### config.mk
export PLATFORM = sky130hd
export DESIGN_NAME = link_top
export DESIGN_NICKNAME = d
export VERILOG_FILES = /design/src/source/link_pkg.sv /design/src/source/mem_pkg.sv /design/src/source/uart_comm.sv /design/src/source/multchan_comm.sv /design/src/source/memory_controller.sv /design/src/source/link_top.sv
export VERILOG_INCLUDE_DIRS = /design/src /design/src/include
export SDC_FILE = /design/constraint.sdc
export NUM_CORES = 1
export LEC_CHECK = 0
export ABC_AREA = 0
export BUFFER_PORTS_ARGS = -buffer_cell sky130_fd_sc_hd__buf_2
export CORE_MARGIN = 2
export CORE_UTILIZATION = 54
export CTS_CLUSTER_SIZE = 30
export DETAILED_ROUTE_END_ITERATION = 6
export GPL_ROUTABILITY_DRIVEN = 0
export GPL_TIMING_DRIVEN = 0
export PLACE_DENSITY = 0.8
export RECOVER_POWER = 25
export SETUP_SLACK_MARGIN = 0.5
export SKIP_LAST_GASP = 1
export SLEW_MARGIN = 20
export SYNTH_ARGS = -nofsm -noshare
export SYNTH_HDL_FRONTEND = slang
export SYNTH_SLANG_ARGS = --single-unit
### constraint.sdc
create_clock -name clk -period 8.4 [get_ports clk]
set_clock_uncertainty 0.2 [all_clocks]
set_input_delay 0.42 -clock clk [delete_from_list [all_inputs] [get_ports clk]]
set_output_delay 0.42 -clock clk [all_outputs]
set_load 0.05 [all_outputs]
### src/include/link_params.svh
`ifndef LINK_PARAMS_SVH
`define LINK_PARAMS_SVH

// payload of one message, 9 bytes
`define MESSAGE_BIT 72

// message length in bytes, fits the low bits of a header byte
`define LENGTH_BIT 5

// channel select bits, 2 channels
`define CHANNEL_BIT 1

// clock cycles per serial bit, short for simulation
`define CLKS_PER_BIT 8

`endif

### src/source/link_pkg.sv
package link_pkg;

	// serial byte engine, shared by transmit and receive
	typedef enum logic [1:0] {
		UART_IDLE,
		UART_START,
		UART_DATA,
		UART_STOP
	} uart_state_t;

	// framing engine, used by both directions
	// header  waiting for or sending the header byte
	// payload moving message bytes, lsb first
	// done    one cycle to hand off or deliver the frame
	typedef enum logic [1:0] {
		FRAME_HEADER,
		FRAME_PAYLOAD,
		FRAME_DONE
	} frame_state_t;

endpackage

### src/source/mem_pkg.sv
package mem_pkg;

	// request code held on each memory port
	typedef enum logic [1:0] {
		REQ_NONE  = 2'd0,
		REQ_READ  = 2'd1,
		REQ_WRITE = 2'd2
	} mem_req_t;

	// opcode in the high nibble of byte 0 of a host message
	typedef enum logic [3:0] {
		OP_READ  = 4'd1,
		OP_WRITE = 4'd2,
		OP_ACK   = 4'd3
	} mem_op_t;

	// memory controller sequence
	typedef enum logic [1:0] {
		CTRL_IDLE,
		CTRL_SEND,
		CTRL_WAIT_REPLY,
		CTRL_FINISH
	} ctrl_state_t;

endpackage

### src/source/uart_comm.sv
`timescale 1ns/100ps
`include "link_params.svh"

module uart_comm #(
	parameter int CLKS_PER_BIT = `CLKS_PER_BIT
) (
	input  logic       clk,
	input  logic       button,
	input  logic       send_flag,
	input  logic [7:0] send_data,
	output logic       recv_flag,
	output logic [7:0] recv_data,
	output logic       sendable,
	output logic       tx,
	input  logic       rx
);

	localparam int CNT_W = $clog2(CLKS_PER_BIT + 1);
	localparam logic [CNT_W-1:0] BIT_END = CNT_W'(CLKS_PER_BIT - 1);
	localparam logic [CNT_W-1:0] HALF_END = CNT_W'(CLKS_PER_BIT / 2 - 1);

	link_pkg::uart_state_t tx_state;
	logic [CNT_W-1:0] tx_cnt;
	logic [2:0] tx_bit;
	logic [7:0] tx_shift;

	link_pkg::uart_state_t rx_state;
	logic [CNT_W-1:0] rx_cnt;
	logic [2:0] rx_bit;
	logic [7:0] rx_shift;
	logic rx_meta;
	logic rx_sync;

	// transmitter
	always_ff @(posedge clk or negedge button)
	begin
		if (!button)
		begin
			tx_state <= link_pkg::UART_IDLE;
			tx_cnt <= '0;
			tx_bit <= '0;
		end
		else
		begin
			case (tx_state)
				link_pkg::UART_IDLE:
				begin
					if (send_flag)
					begin
						tx_state <= link_pkg::UART_START;
						tx_cnt <= '0;
					end
				end
				link_pkg::UART_START:
				begin
					if (tx_cnt == BIT_END)
					begin
						tx_cnt <= '0;
						tx_bit <= '0;
						tx_state <= link_pkg::UART_DATA;
					end
					else
						tx_cnt <= tx_cnt + 1'b1;
				end
				link_pkg::UART_DATA:
				begin
					if (tx_cnt == BIT_END)
					begin
						tx_cnt <= '0;
						tx_bit <= tx_bit + 1'b1;
						if (tx_bit == 3'd7)
							tx_state <= link_pkg::UART_STOP;
					end
					else
						tx_cnt <= tx_cnt + 1'b1;
				end
				default:
				begin
					// stop bit, sendable again once it ends
					if (tx_cnt == BIT_END)
						tx_state <= link_pkg::UART_IDLE;
					else
						tx_cnt <= tx_cnt + 1'b1;
				end
			endcase
		end
	end

	always_ff @(posedge clk)
	begin
		if (tx_state == link_pkg::UART_IDLE && send_flag)
			tx_shift <= send_data;
		else if (tx_state == link_pkg::UART_DATA && tx_cnt == BIT_END)
			tx_shift <= tx_shift >> 1;
	end

	always_comb
	begin
		case (tx_state)
			link_pkg::UART_START: tx = 1'b0;
			link_pkg::UART_DATA:  tx = tx_shift[0];
			default:              tx = 1'b1;
		endcase
	end

	assign sendable = (tx_state == link_pkg::UART_IDLE);

	// receiver, rx is asynchronous to clk
	always_ff @(posedge clk or negedge button)
	begin
		if (!button)
		begin
			rx_meta <= 1'b1;
			rx_sync <= 1'b1;
		end
		else
		begin
			rx_meta <= rx;
			rx_sync <= rx_meta;
		end
	end

	always_ff @(posedge clk or negedge button)
	begin
		if (!button)
		begin
			rx_state <= link_pkg::UART_IDLE;
			rx_cnt <= '0;
			rx_bit <= '0;
			recv_flag <= 1'b0;
		end
		else
		begin
			recv_flag <= 1'b0;
			case (rx_state)
				link_pkg::UART_IDLE:
				begin
					rx_cnt <= '0;
					if (!rx_sync)
						rx_state <= link_pkg::UART_START;
				end
				link_pkg::UART_START:
				begin
					// recheck at mid start bit, glitches fall back to idle
					if (rx_cnt == HALF_END)
					begin
						rx_cnt <= '0;
						rx_bit <= '0;
						if (!rx_sync)
							rx_state <= link_pkg::UART_DATA;
						else
							rx_state <= link_pkg::UART_IDLE;
					end
					else
						rx_cnt <= rx_cnt + 1'b1;
				end
				link_pkg::UART_DATA:
				begin
					if (rx_cnt == BIT_END)
					begin
						rx_cnt <= '0;
						rx_bit <= rx_bit + 1'b1;
						if (rx_bit == 3'd7)
							rx_state <= link_pkg::UART_STOP;
					end
					else
						rx_cnt <= rx_cnt + 1'b1;
				end
				default:
				begin
					if (rx_cnt == BIT_END)
					begin
						recv_flag <= rx_sync;
						rx_state <= link_pkg::UART_IDLE;
					end
					else
						rx_cnt <= rx_cnt + 1'b1;
				end
			endcase
		end
	end

	// lsb arrives first
	always_ff @(posedge clk)
	begin
		if (rx_state == link_pkg::UART_DATA && rx_cnt == BIT_END)
			rx_shift <= {rx_sync, rx_shift[7:1]};
	end

	assign recv_data = rx_shift;

	a_send_when_sendable: assert property (
		@(posedge clk) disable iff (!button) send_flag |-> sendable
	);

endmodule

### src/source/multchan_comm.sv
`timescale 1ns/100ps
`include "link_params.svh"

module multchan_comm #(
	parameter int MESSAGE_BIT = `MESSAGE_BIT,
	parameter int CHANNEL_BIT = `CHANNEL_BIT
) (
	input  logic                                         clk,
	input  logic                                         button,
	output logic                                         send_flag,
	output logic [7:0]                                   send_data,
	input  logic                                         recv_flag,
	input  logic [7:0]                                   recv_data,
	input  logic                                         sendable,
	output logic [(1<<CHANNEL_BIT)-1:0]                  r_flag,
	output logic [(1<<CHANNEL_BIT)*MESSAGE_BIT-1:0]      r_data,
	output logic [(1<<CHANNEL_BIT)*`LENGTH_BIT-1:0]      r_length,
	input  logic [(1<<CHANNEL_BIT)-1:0]                  w_flag,
	input  logic [(1<<CHANNEL_BIT)*MESSAGE_BIT-1:0]      w_data,
	input  logic [(1<<CHANNEL_BIT)*`LENGTH_BIT-1:0]      w_length,
	output logic [(1<<CHANNEL_BIT)-1:0]                  readable,
	output logic [(1<<CHANNEL_BIT)-1:0]                  writable
);

	localparam int CHANNELS = 1 << CHANNEL_BIT;
	localparam int LEN_W = `LENGTH_BIT;
	localparam int HDR_CHAN_W = 8 - LEN_W;
	localparam int BYTES = MESSAGE_BIT / 8;

	link_pkg::frame_state_t rx_state;
	logic [HDR_CHAN_W-1:0] rx_chan;
	logic [LEN_W-1:0] rx_len;
	logic [LEN_W-1:0] rx_idx;
	logic [MESSAGE_BIT-1:0] rx_buf;

	link_pkg::frame_state_t tx_state;
	logic [CHANNELS-1:0] pend;
	logic [MESSAGE_BIT-1:0] pend_data [CHANNELS];
	logic [LEN_W-1:0] pend_len [CHANNELS];
	logic [CHANNEL_BIT-1:0] tx_sel;
	logic [CHANNEL_BIT-1:0] tx_chan;
	logic [LEN_W-1:0] tx_idx;
	logic tx_go;

	// receive path: header, payload bytes, then deliver
	always_ff @(posedge clk or negedge button)
	begin
		if (!button)
		begin
			rx_state <= link_pkg::FRAME_HEADER;
			rx_chan <= '0;
			rx_len <= '0;
			rx_idx <= '0;
			r_flag <= '0;
		end
		else
		begin
			r_flag <= '0;
			case (rx_state)
				link_pkg::FRAME_HEADER:
				begin
					if (recv_flag)
					begin
						rx_chan <= recv_data[7:LEN_W];
						rx_len <= recv_data[LEN_W-1:0];
						rx_idx <= '0;
						if (recv_data[LEN_W-1:0] == '0)
							rx_state <= link_pkg::FRAME_DONE;
						else
							rx_state <= link_pkg::FRAME_PAYLOAD;
					end
				end
				link_pkg::FRAME_PAYLOAD:
				begin
					if (recv_flag)
					begin
						rx_idx <= rx_idx + 1'b1;
						if (rx_idx == rx_len - 1'b1)
							rx_state <= link_pkg::FRAME_DONE;
					end
				end
				default:
				begin
					// frames for channels that do not exist are dropped
					if (rx_chan < HDR_CHAN_W'(CHANNELS))
						r_flag[rx_chan[CHANNEL_BIT-1:0]] <= 1'b1;
					rx_state <= link_pkg::FRAME_HEADER;
				end
			endcase
		end
	end

	always_ff @(posedge clk)
	begin
		if (rx_state == link_pkg::FRAME_HEADER && recv_flag)
			rx_buf <= '0;
		else if (rx_state == link_pkg::FRAME_PAYLOAD && recv_flag && rx_idx < LEN_W'(BYTES))
			rx_buf[rx_idx*8 +: 8] <= recv_data;
	end

	// one receive buffer serves all channels, r_flag says whose it is
	assign r_data = {CHANNELS{rx_buf}};
	assign r_length = {CHANNELS{rx_len}};
	assign readable = '1;

	// transmit path
	assign writable = ~pend;
	assign tx_go = sendable && !send_flag;

	// lowest pending channel wins
	always_comb
	begin
		tx_sel = '0;
		for (int c = CHANNELS - 1; c >= 0; c--)
		begin
			if (pend[c])
				tx_sel = CHANNEL_BIT'(c);
		end
	end

	always_ff @(posedge clk)
	begin
		for (int c = 0; c < CHANNELS; c++)
		begin
			if (w_flag[c] && writable[c])
			begin
				pend_data[c] <= w_data[c*MESSAGE_BIT +: MESSAGE_BIT];
				pend_len[c] <= w_length[c*LEN_W +: LEN_W];
			end
		end
	end

	always_ff @(posedge clk or negedge button)
	begin
		if (!button)
		begin
			tx_state <= link_pkg::FRAME_HEADER;
			pend <= '0;
			tx_chan <= '0;
			tx_idx <= '0;
			send_flag <= 1'b0;
		end
		else
		begin
			send_flag <= 1'b0;
			pend <= pend | (w_flag & writable);
			case (tx_state)
				link_pkg::FRAME_HEADER:
				begin
					if (|pend && tx_go)
					begin
						tx_chan <= tx_sel;
						tx_idx <= '0;
						send_flag <= 1'b1;
						if (pend_len[tx_sel] == '0)
						begin
							pend[tx_sel] <= 1'b0;
							tx_state <= link_pkg::FRAME_DONE;
						end
						else
							tx_state <= link_pkg::FRAME_PAYLOAD;
					end
				end
				link_pkg::FRAME_PAYLOAD:
				begin
					if (tx_go)
					begin
						send_flag <= 1'b1;
						tx_idx <= tx_idx + 1'b1;
						// channel frees up as its last byte goes out
						if (tx_idx == pend_len[tx_chan] - 1'b1)
						begin
							pend[tx_chan] <= 1'b0;
							tx_state <= link_pkg::FRAME_DONE;
						end
					end
				end
				default:
					tx_state <= link_pkg::FRAME_HEADER;
			endcase
		end
	end

	always_ff @(posedge clk)
	begin
		if (tx_state == link_pkg::FRAME_HEADER && |pend && tx_go)
			send_data <= {HDR_CHAN_W'(tx_sel), pend_len[tx_sel]};
		else if (tx_state == link_pkg::FRAME_PAYLOAD && tx_go)
			send_data <= pend_data[tx_chan][tx_idx*8 +: 8];
	end

	a_write_when_writable: assert property (
		@(posedge clk) disable iff (!button) (w_flag & ~writable) == '0
	);

endmodule

### src/source/memory_controller.sv
`timescale 1ns/100ps
`include "link_params.svh"

module memory_controller (
	input  logic                                  clk,
	input  logic                                  button,
	output logic                                  w_flag,
	output logic [`MESSAGE_BIT-1:0]               w_data,
	output logic [`LENGTH_BIT-1:0]                w_length,
	input  logic                                  r_flag,
	input  logic [`MESSAGE_BIT-1:0]               r_data,
	input  logic [`LENGTH_BIT-1:0]                r_length,
	input  logic                                  writable,
	input  logic                                  readable,
	input  logic [2*$bits(mem_pkg::mem_req_t)-1:0] mem_rw_flag,
	input  logic [63:0]                           mem_addr,
	output logic [63:0]                           mem_r_data,
	input  logic [63:0]                           mem_w_data,
	input  logic [7:0]                            mem_w_mask,
	output logic [1:0]                            mem_busy,
	output logic [1:0]                            mem_done
);

	localparam int REQ_W = $bits(mem_pkg::mem_req_t);
	localparam int LEN_W = `LENGTH_BIT;

	mem_pkg::ctrl_state_t state;
	mem_pkg::mem_req_t req0;
	mem_pkg::mem_req_t req1;
	mem_pkg::mem_req_t pick_req;
	mem_pkg::mem_op_t pick_op;
	logic pick_valid;
	logic pick_port;
	logic accept;
	logic cur_port;
	logic cur_write;
	logic reply_ok;
	logic [31:0] rd_data;

	// port 0 first
	always_comb
	begin
		req0 = mem_pkg::mem_req_t'(mem_rw_flag[REQ_W-1:0]);
		req1 = mem_pkg::mem_req_t'(mem_rw_flag[2*REQ_W-1:REQ_W]);
		pick_valid = 1'b1;
		pick_port = 1'b0;
		pick_req = req0;
		if (req0 == mem_pkg::REQ_NONE)
		begin
			pick_port = 1'b1;
			pick_req = req1;
			pick_valid = (req1 != mem_pkg::REQ_NONE);
		end
		if (pick_req == mem_pkg::REQ_WRITE)
			pick_op = mem_pkg::OP_WRITE;
		else
			pick_op = mem_pkg::OP_READ;
	end

	// the done cycle still sees the old request level, so skip it
	assign accept = (state == mem_pkg::CTRL_IDLE) && pick_valid && (mem_done == 2'b00);

	// read replies carry 4 data bytes, write replies a single ack byte
	always_comb
	begin
		if (cur_write)
			reply_ok = (r_length == LEN_W'(1)) && (r_data[7:4] == mem_pkg::OP_ACK);
		else
			reply_ok = (r_length == LEN_W'(4));
	end

	always_ff @(posedge clk or negedge button)
	begin
		if (!button)
		begin
			state <= mem_pkg::CTRL_IDLE;
			cur_port <= 1'b0;
			cur_write <= 1'b0;
			w_flag <= 1'b0;
			mem_busy <= 2'b00;
			mem_done <= 2'b00;
		end
		else
		begin
			w_flag <= 1'b0;
			mem_done <= 2'b00;
			case (state)
				mem_pkg::CTRL_IDLE:
				begin
					if (mem_done != 2'b00)
						mem_busy <= 2'b00;
					else if (accept)
					begin
						cur_port <= pick_port;
						cur_write <= (pick_req == mem_pkg::REQ_WRITE);
						mem_busy[pick_port] <= 1'b1;
						state <= mem_pkg::CTRL_SEND;
					end
				end
				mem_pkg::CTRL_SEND:
				begin
					if (writable)
					begin
						w_flag <= 1'b1;
						state <= mem_pkg::CTRL_WAIT_REPLY;
					end
				end
				mem_pkg::CTRL_WAIT_REPLY:
				begin
					if (r_flag && reply_ok)
						state <= mem_pkg::CTRL_FINISH;
				end
				default:
				begin
					mem_done[cur_port] <= 1'b1;
					state <= mem_pkg::CTRL_IDLE;
				end
			endcase
		end
	end

	// byte 0 is opcode and mask, then address, then write data
	always_ff @(posedge clk)
	begin
		if (accept)
		begin
			w_data <= {mem_w_data[32*pick_port +: 32], mem_addr[32*pick_port +: 32],
				pick_op, mem_w_mask[4*pick_port +: 4]};
			if (pick_req == mem_pkg::REQ_WRITE)
				w_length <= LEN_W'(9);
			else
				w_length <= LEN_W'(5);
		end
		if (state == mem_pkg::CTRL_WAIT_REPLY && r_flag && reply_ok && !cur_write)
			rd_data <= r_data[31:0];
	end

	// only the port under done looks at its half
	assign mem_r_data = {rd_data, rd_data};

	a_done_while_busy: assert property (
		@(posedge clk) disable iff (!button) (mem_done & ~mem_busy) == 2'b00
	);

	a_one_port_busy: assert property (
		@(posedge clk) disable iff (!button) !(&mem_busy)
	);

	a_reply_readable: assert property (
		@(posedge clk) disable iff (!button) r_flag |-> readable
	);

endmodule

### src/source/link_top.sv
`timescale 1ns/100ps
`include "link_params.svh"

module link_top (
	input  logic                                   clk,
	input  logic                                   button,
	output wire                                    tx,
	input  logic                                   rx,
	input  logic [2*$bits(mem_pkg::mem_req_t)-1:0] mem_rw_flag,
	input  logic [63:0]                            mem_addr,
	output wire  [63:0]                            mem_r_data,
	input  logic [63:0]                            mem_w_data,
	input  logic [7:0]                             mem_w_mask,
	output wire  [1:0]                             mem_busy,
	output wire  [1:0]                             mem_done,
	output wire                                    aux_r_flag,
	output wire  [`MESSAGE_BIT-1:0]                aux_r_data,
	output wire  [`LENGTH_BIT-1:0]                 aux_r_length,
	input  logic                                   aux_w_flag,
	input  logic [`MESSAGE_BIT-1:0]                aux_w_data,
	input  logic [`LENGTH_BIT-1:0]                 aux_w_length,
	output wire                                    aux_writable
);

	wire uart_send_flag;
	wire [7:0] uart_send_data;
	wire uart_recv_flag;
	wire [7:0] uart_recv_data;
	wire uart_sendable;

	// channel 0 belongs to the memory controller
	wire ctrl_w_flag;
	wire [`MESSAGE_BIT-1:0] ctrl_w_data;
	wire [`LENGTH_BIT-1:0] ctrl_w_length;
	wire ctrl_r_flag;
	wire [`MESSAGE_BIT-1:0] ctrl_r_data;
	wire [`LENGTH_BIT-1:0] ctrl_r_length;
	wire ctrl_writable;
	wire [1:0] comm_readable;

	uart_comm #(.CLKS_PER_BIT(`CLKS_PER_BIT)) uart (
		.clk(clk), .button(button),
		.send_flag(uart_send_flag), .send_data(uart_send_data),
		.recv_flag(uart_recv_flag), .recv_data(uart_recv_data),
		.sendable(uart_sendable), .tx(tx), .rx(rx)
	);

	multchan_comm #(.MESSAGE_BIT(`MESSAGE_BIT), .CHANNEL_BIT(`CHANNEL_BIT)) comm (
		.clk(clk), .button(button),
		.send_flag(uart_send_flag), .send_data(uart_send_data),
		.recv_flag(uart_recv_flag), .recv_data(uart_recv_data),
		.sendable(uart_sendable),
		.r_flag({aux_r_flag, ctrl_r_flag}),
		.r_data({aux_r_data, ctrl_r_data}),
		.r_length({aux_r_length, ctrl_r_length}),
		.w_flag({aux_w_flag, ctrl_w_flag}),
		.w_data({aux_w_data, ctrl_w_data}),
		.w_length({aux_w_length, ctrl_w_length}),
		.readable(comm_readable),
		.writable({aux_writable, ctrl_writable})
	);

	memory_controller mem_ctrl (
		.clk(clk), .button(button),
		.w_flag(ctrl_w_flag), .w_data(ctrl_w_data), .w_length(ctrl_w_length),
		.r_flag(ctrl_r_flag), .r_data(ctrl_r_data), .r_length(ctrl_r_length),
		.writable(ctrl_writable), .readable(comm_readable[0]),
		.mem_rw_flag(mem_rw_flag), .mem_addr(mem_addr),
		.mem_r_data(mem_r_data), .mem_w_data(mem_w_data), .mem_w_mask(mem_w_mask),
		.mem_busy(mem_busy), .mem_done(mem_done)
	);

endmodule

# Word level (Yosys, flattened, before mapping)
# Memory sizes are Yosys's and may differ from the RTL's.
# Index checks and enable logic that the tools add are counted.
[totals] register_bits=263 ramBits=154 input_bits=221 wordCells=269 memories=2
[mem_list] name="comm.pend_data" words=2 word_bits=72 rd=1 rd_ports_with_merged_regs=0 write_ports=2 line="multchan_comm.sv:38" source="logic [MESSAGE_BIT-1:0] pend_data [CHANNELS];"
[mem_list] name="comm.pend_len" words=2 word_bits=5 rd=2 rd_ports_with_merged_regs=0 write_ports=2 line="multchan_comm.sv:39" source="logic [LEN_W-1:0] pend_len [CHANNELS];"
[op_classes] addsub=9 magnitude_cmp=12 eq_ne=39 n_shift=6 mux=93 bitwise=9 reduce_logical=66
[ops] cell="$shiftx 64x7->32" count=2
[ops] cell="$bwmux 72" count=1
[ops] cell="$shift 8x34->72 const A" count=1
[ops] cell="$shiftx 72x9->8" count=1
[ops] cell="$shiftx 8x34->72" count=1
[ops] cell="$mux 2" count=34
[ops] cell="$neg 8->34" count=1
[ops] cell="$mux 4" count=7
[ops] cell="$ne 2x1->1 const B" count=13
[ops] cell="$logic_and 1x1->1" count=25
[ops] cell="$reduce_and 3->1" count=7
[ops] cell="$mux 1" count=20
[ops] cell="$mux 5" count=4
[ops] cell="$pmux 5 s2" count=2
[ops] cell="$reduce_bool 2->1" count=10
[ops] cell="$pmux 2 s3" count=3
[ops] cell="$mux 8" count=2
[ops] cell="$logic_not 2->1" count=7
[ops] cell="$mux 3" count=4
[ops] cell="$mux 6" count=2
[ops] cell="$pmux 2 s2" count=3
[ops] cell="$pmux 3 s2" count=2
[ops] cell="$pmux 4 s3" count=1
[ops] cell="$add 5x1->5 const B" count=2
[ops] cell="34 further kinds" count=79

# Depth between registers and ports, before layout
[logic_depth] word_depth=11 depth_mapped=13 depth_no_buf=10

# By module
# From an unflattened synthesis, not the netlist that was laid out.
[unflattened] cells_unflattened=1281 hier_area_um2=17840.9
[by_module_without_submodules] mod="multchan_comm" n_inst=1 cells_per_inst=861 area_per_inst_um2=11315.9
[by_module_without_submodules] mod="memory_controller" n_inst=1 cells_per_inst=272 area_per_inst_um2=4708.3
[by_module_without_submodules] mod="uart_comm" n_inst=1 cells_per_inst=148 area_per_inst_um2=1816.7

# Worst setup path before layout
# Ideal clock, no wire load.
[synth_timing] kind="register to register" from="reg mem_ctrl.state[0]" to="reg mem_ctrl.state[1]" t_arrival_ns=6.679 required_time_ns=8.075 path_slack_ns=1.396 stages_incl_launch_ff=8 path_buffers=0 synth_period_minus_slack_ns=7.004 path_cell_list="dfrtp_1 inv_1 ha_1 o41ai_1 nor3_1 o21ai_0 a21oi_1 mux2_2"
[synth_between] elab_chain_len=5 elab_cells_between_ends=11 cone_classes="eq/ne: 6; mux: 1; reduce/logical: 4"
[synth_rtl] element="from (decl)" line="memory_controller.sv:27" source="mem_pkg::ctrl_state_t state;"
[synth_rtl] element="from (signal assigned)" line="memory_controller.sv:76" source="state <= mem_pkg::CTRL_IDLE;"
[synth_rtl] element="from (signal assigned)" line="memory_controller.sv:97" source="state <= mem_pkg::CTRL_SEND;"
[synth_rtl] element="from (signal assigned)" line="memory_controller.sv:105" source="state <= mem_pkg::CTRL_WAIT_REPLY;"
[synth_rtl] element="$logic_not 2->1" line="memory_controller.sv:61" source="assign accept = (state == mem_pkg::CTRL_IDLE) && pick_valid && (mem_done == 2'b00);"
[synth_rtl] element="$logic_and 1x1->1 (2 in series)" line="memory_controller.sv:61"
[synth_rtl] element="named net mem_ctrl.accept" line="memory_controller.sv:34" source="logic accept;"
[synth_rtl] element="$ne 2x1->1 (no source line)"
[synth_rtl] element="$reduce_and 4->1 (no source line)"
# The timed path passes the listed nets, and every way through them passes these cells.
# A chain may end at the register's enable or synchronous reset.

# Final worst setup path
[layout_timing] from="reg comm.tx_chan" to="reg comm.pend[0]"
[layout_between] elab_chain_len=9 elab_cells_between_ends=13 cone_classes="add/sub: 1; order compare: 2; eq/ne: 1; mux: 5; bitwise: 2; reduce/logical: 1; memory: 1"
[layout_rtl] element="from (decl)" line="multchan_comm.sv:41" source="logic [CHANNEL_BIT-1:0] tx_chan;"
[layout_rtl] element="from (signal assigned)" line="multchan_comm.sv:152" source="tx_chan <= tx_sel;"
[layout_rtl] element="branches (longest 6 deep; another with $mem_v2 2x5)"
[layout_rtl] element="$mux 2 (*)" line="multchan_comm.sv:171" source="if (tx_idx == pend_len[tx_chan] - 1'b1)"
[layout_rtl] element="$mux 2 (*)" line="multchan_comm.sv:166" source="if (tx_go)"
[layout_rtl] element="$pmux 2 s2 (*)" line="multchan_comm.sv:147" source="case (tx_state)"
[layout_rtl] element="to (signal assigned)" line="multchan_comm.sv:146" source="pend <= pend | (w_flag & writable);"
[layout_rtl] element="to (decl)" line="multchan_comm.sv:37" source="logic [CHANNELS-1:0] pend;"
# Mark *: on every way between the ends.

==> reports/summary.txt <==
CLOCKING
------------------------------------------------------------------------------------------------------
Bufs on Longest Clock Path ..............................................................            3
H-tree levels ...........................................................................            2
CTS Buf Count ...........................................................................           40
TritonCTS clock tree ....................................................................         done
Clock transition at the register clock pins on the worst setup and hold paths after CTS .      0.06 ns
Source-to-sink clock delay at the later pin of the worst-skew pair ......................      0.54 ns
Root Driver ............................................................................. sky130_fd_sc_hd__clkbuf_16
Post CTS Setup Buffer Count .............................................................            0
Post-CTS resize count ...................................................................            0
Clock sinks .............................................................................          403

GRT
------------------------------------------------------------------------------------------------------
Via count of the first global-routing pass ..............................................        12270
Overall fraction of global-route tracks in use ..........................................       27.79%
Pin count of the biggest net entering global routing ....................................           59
Number of antenna violations at the first check in global routing .......................            7
Overall overflow remaining after global route ...........................................            0
Global-route wire length before repair ..................................................     69210 µm

ROUTING
------------------------------------------------------------------------------------------------------
Routed wire length ......................................................................     46280 µm
DR iter-0 viols .........................................................................          982
Detailed-routing iteration count for the pre-antenna-repair pass ........................            6
# DRC ...................................................................................            0
Average routed wire per standard cell ...................................................     21.73 µm
Final antenna-violating net count .......................................................            0
Detail-routed via count per cell ........................................................        5.600
Total vias in the final route ...........................................................        11930

WORST SETUP PATH
------------------------------------------------------------------------------------------------------
Setup slack of the most critical reg-to-reg path ........................................      4.45 ns
Type of element launching the critical path .............................................    flip-flop
Kind of capture point of the worst setup path ...........................................    flip-flop
Critical path launch point .............................................................. comm.tx_chan
Category of the most critical setup path ................................................      reg2reg
Worst Path Required .....................................................................      8.59 ns
Arrival time of data at the critical path endpoint ......................................      4.14 ns
CP max FO ...............................................................................           10
Cell count of the worst reg-to-reg path .................................................           11
End of the worst register-to-register path .............................................. comm.pend[0]
Worst flop-to-flop path startpoint ...................................................... comm.tx_chan

PLACED DESIGN
------------------------------------------------------------------------------------------------------
Dpl cell area ...........................................................................    19350 µm²
DP Wirelength ...........................................................................     30780 µm
Cells after DPL .........................................................................         1931
Post-Place Worst Slack ..................................................................     4.577 ns
Port-buffer cells .......................................................................          368

YOSYS
------------------------------------------------------------------------------------------------------
Sequential area share after synthesis ...................................................       66.04%
Most common flop cell mapped by yosys ................................................... sky130_fd_sc_hd__edfxtp_1
Synthesized instance count ..............................................................         1152
Warning count from the yosys run ........................................................            0
EDFF count, synth .......................................................................          271
Post-synthesis average cell area ........................................................    14.55 µm²
Post-synth ARST share ...................................................................       14.39%
Number of nets produced by synthesis ....................................................         1400
Number of storage elements in the synthesis netlist .....................................          403
Synth cell types ........................................................................           65
Cell area after technology mapping ......................................................    16770 µm²

PWR
------------------------------------------------------------------------------------------------------
Switching power summed over all nets ....................................................     1.598 mW
Proportion of total power due to net switching ..........................................       29.03%
Power share of the sequential group .....................................................        46.5%
Leakage component of the power ..........................................................     8.961 nW
IR drop worst, VDD ......................................................................    0.2281 mV
Total internal power ....................................................................     3.906 mW
Sum of internal, switching and leakage power ............................................     5.504 mW
Share of total power in combinational logic .............................................        23.1%
Power Dens Cells ........................................................................ 252.9 nW/µm²
Share of total power in the clock network ...............................................        30.4%

WORST HOLD PATH
------------------------------------------------------------------------------------------------------
End of the worst hold path .............................................................. mem_ctrl.w_data[25]
Worst hold path stage count .............................................................            2
Worst hold start ........................................................................ mem_addr[49]
Worst hold path type ....................................................................       in2reg

TIMING
------------------------------------------------------------------------------------------------------
Worst Hold Margin .......................................................................  0.004055 ns
Count of final max-slew check failures ..................................................           59
Number of setup violations in the final report ..........................................            0
Min Tclk post-route .....................................................................     3.950 ns
Tightest Pin Transition .................................................................     3.220 ns
Final hold violations ...................................................................            0
Fmax achieved ...........................................................................    253.2 MHz
Final clock period utilization by the worst path ........................................       47.03%
Rel. slew slack .........................................................................      -114.7%
Final setup slack of the worst path .....................................................     4.450 ns
Unrepaired setup endpoints after global routing .........................................        false

FLOORPLANNING
------------------------------------------------------------------------------------------------------
Placeable core area .....................................................................    30590 µm²
Effective utilization at floorplan ......................................................       54.81%
Core Rows ...............................................................................           64
Die Width ...............................................................................     180.2 µm
IO Pins .................................................................................          369
Die Footprint ...........................................................................    32480 µm²
Die extent in y .........................................................................     180.2 µm

CELLS AND AREA
------------------------------------------------------------------------------------------------------
Share of layout cells above drive strength 1 ............................................       34.22%
Final instance count without filler cells ...............................................         2130
Post-route design area ..................................................................    21760 µm²
Total number of nets in the final design ................................................         1947
Signed area change from the synthesized netlist to the final layout .....................       29.79%

STATUS
------------------------------------------------------------------------------------------------------
Result of the run ....................................................................... finished with violations
Failing checks .......................................................................... capacitance limit, slew limit

RUN
------------------------------------------------------------------------------------------------------
Max Cap Violations ......................................................................            1

-- per-layer routing --
metal | part of all wire (%) | global-route usage (%) | vias up
met5 | 0.12 | 0 | -
met4 | 4.3 | 11.42 | 8
met3 | 8.5 | 6.285 | 135
met2 | 52 | 50.52 | 676
met1 | 35 | 31.54 | 5739
li1 | - | - | 5369
-- synth_stat cells (all sizes together), types with 19 or more instances --
master  number  area [µm²]
nand3       25       125.1
buf         48       314.0
nor2       105       394.1
edfxtp     271        8138
o21ai       32       160.2
a21oi       19       95.09
mux2i       91       910.9
inv         27       101.4
ha          27       337.8
dfxtp       74        1481
clkbuf      34       128.9
mux4        26       585.6
dfrtp       56        1401
nand2       54       202.7
mux2        86       972.2
-- final cells by class --
class | count | area (µm²)
clock buffer | 62 | 1146
clock inverter | 11 | 63.81
inverter | 27 | 101.3
multi-input combinational | 640 | 5170
timing repair buffer | 505 | 3258
tap | 396 | 495.5
antenna | 4 | 10.01
sequential | 403 | 11070
fill | 1975 | 8827
buffer | 82 | 444.2
-- stage by stage --
step	utilization [%]	setup TNS (ns)
after global placement	62.46	-68.12
after CTS	70.97	0
final	71.14	0
after global routing	71.12	0
after floorplan	-	0
after detailed placement	63.25	0
-- cells by family (layout without fill, tap and decap cells) --
logic type / Yosys count / count (layout) / synth area share (%)
multiplexers: 203 / 203 / 14.72
adder cells (fa/ha/maj): 27 / 27 / 2.015
AO/OA/AOI/OAI: 104 / 104 / 4.119
XOR/XNOR: 17 / 17 / 0.8880
other: 0 / 4 / 0
buffers and inverters: 109 / 687 / 3.246
AND/OR/NAND/NOR: 289 / 289 / 8.970
flip-flops: 403 / 403 / 66.04
-- power by group through the flow --
| stage | sequential, mW | clock, mW | combinational [mW] |
|---|---|---|---|
| after floorplan | 2.61 | 0 | 0.766 |
| after detailed placement | 2.59 | 0 | 1.19 |
| after CTS | 2.55 | 1.67 | 1.25 |
| after global routing | 2.58 | 1.78 | 1.38 |
| after global placement | 2.62 | 0 | 1.10 |
| final | 2.56 | 1.67 | 1.27 |
-- registers in the layout (all words and copies together), names as in the netlist, 5 cells and up --
| name | count |
|---|---|
| comm.send_data | 8 |
| comm.pend_data | 142 |
| uart.tx_shift | 8 |
| comm.rx_buf | 72 |
| comm.tx_idx | 5 |
| comm.pend_len | 5 |
| comm.rx_idx | 5 |
| mem_ctrl.rd_data | 32 |
| mem_ctrl.w_data | 70 |
| comm.rx_len | 5 |
| uart.recv_data | 8 |
-- worst max-delay path, cell delays in order (launching register included) --
cell	delay (ns)
sky130_fd_sc_hd__dfrtp_1	0.46
sky130_fd_sc_hd__buf_2	0.34
sky130_fd_sc_hd__buf_2	0.38
sky130_fd_sc_hd__buf_2	0.36
sky130_fd_sc_hd__buf_2	0.36
sky130_fd_sc_hd__nand2_1	0.11
sky130_fd_sc_hd__ha_1	0.22
sky130_fd_sc_hd__xor2_1	0.15
sky130_fd_sc_hd__xnor2_1	0.15
sky130_fd_sc_hd__nor4_1	0.46
sky130_fd_sc_hd__nand3_1	0.21
sky130_fd_sc_hd__o32a_1	0.37
-- worst max-delay path by stage --
stage                        endpoint  slack [ns]  cells past startpoint
finish                   comm.pend[0]        4.45                     11
global route             comm.pend[0]        4.22                     11
CTS                      comm.pend[0]        4.55                     11
detailed placement       comm.pend[0]        4.58                     11
global placement    mem_ctrl.state[1]       -1.54                      7
floorplan           mem_ctrl.state[1]        1.40                      7
-- cell usage in the layout, fill, tap and decap left out, types with 6 or more instances in the layout --
| master | count |
|---|---|
| sky130_fd_sc_hd__o21ai_0 | 32 |
| sky130_fd_sc_hd__xnor2_1 | 6 |
| sky130_fd_sc_hd__nor2b_1 | 14 |
| sky130_fd_sc_hd__clkbuf_1 | 68 |
| sky130_fd_sc_hd__dfxtp_1 | 74 |
| sky130_fd_sc_hd__a211o_1 | 7 |
| sky130_fd_sc_hd__nor2_1 | 105 |
| sky130_fd_sc_hd__nand2b_1 | 10 |
| sky130_fd_sc_hd__nand2_1 | 54 |
| sky130_fd_sc_hd__clkinv_2 | 6 |
| sky130_fd_sc_hd__xor2_1 | 11 |
| sky130_fd_sc_hd__clkbuf_16 | 42 |
| sky130_fd_sc_hd__mux2i_1 | 91 |
| sky130_fd_sc_hd__nand3_1 | 25 |
| sky130_fd_sc_hd__nor3_1 | 13 |
| sky130_fd_sc_hd__dfrtp_1 | 56 |
| sky130_fd_sc_hd__buf_2 | 361 |
| sky130_fd_sc_hd__a22o_1 | 6 |
| sky130_fd_sc_hd__a211oi_1 | 7 |
| sky130_fd_sc_hd__and2_1 | 15 |
| sky130_fd_sc_hd__inv_1 | 27 |
| sky130_fd_sc_hd__ha_1 | 27 |
| sky130_fd_sc_hd__buf_4 | 39 |
| sky130_fd_sc_hd__edfxtp_1 | 271 |
| sky130_fd_sc_hd__a21oi_1 | 19 |
| sky130_fd_sc_hd__mux2_2 | 85 |
| sky130_fd_sc_hd__dlygate4sd3_1 | 122 |
| sky130_fd_sc_hd__mux4_2 | 26 |
-- repair_timing --
item / in CTS / in global routing
hold buffers: 115 / 7
endpoints found under the hold margin: 155 / 6
setup endpoints to repair: 0 / 0
Power figures use the tool's default switching activity.
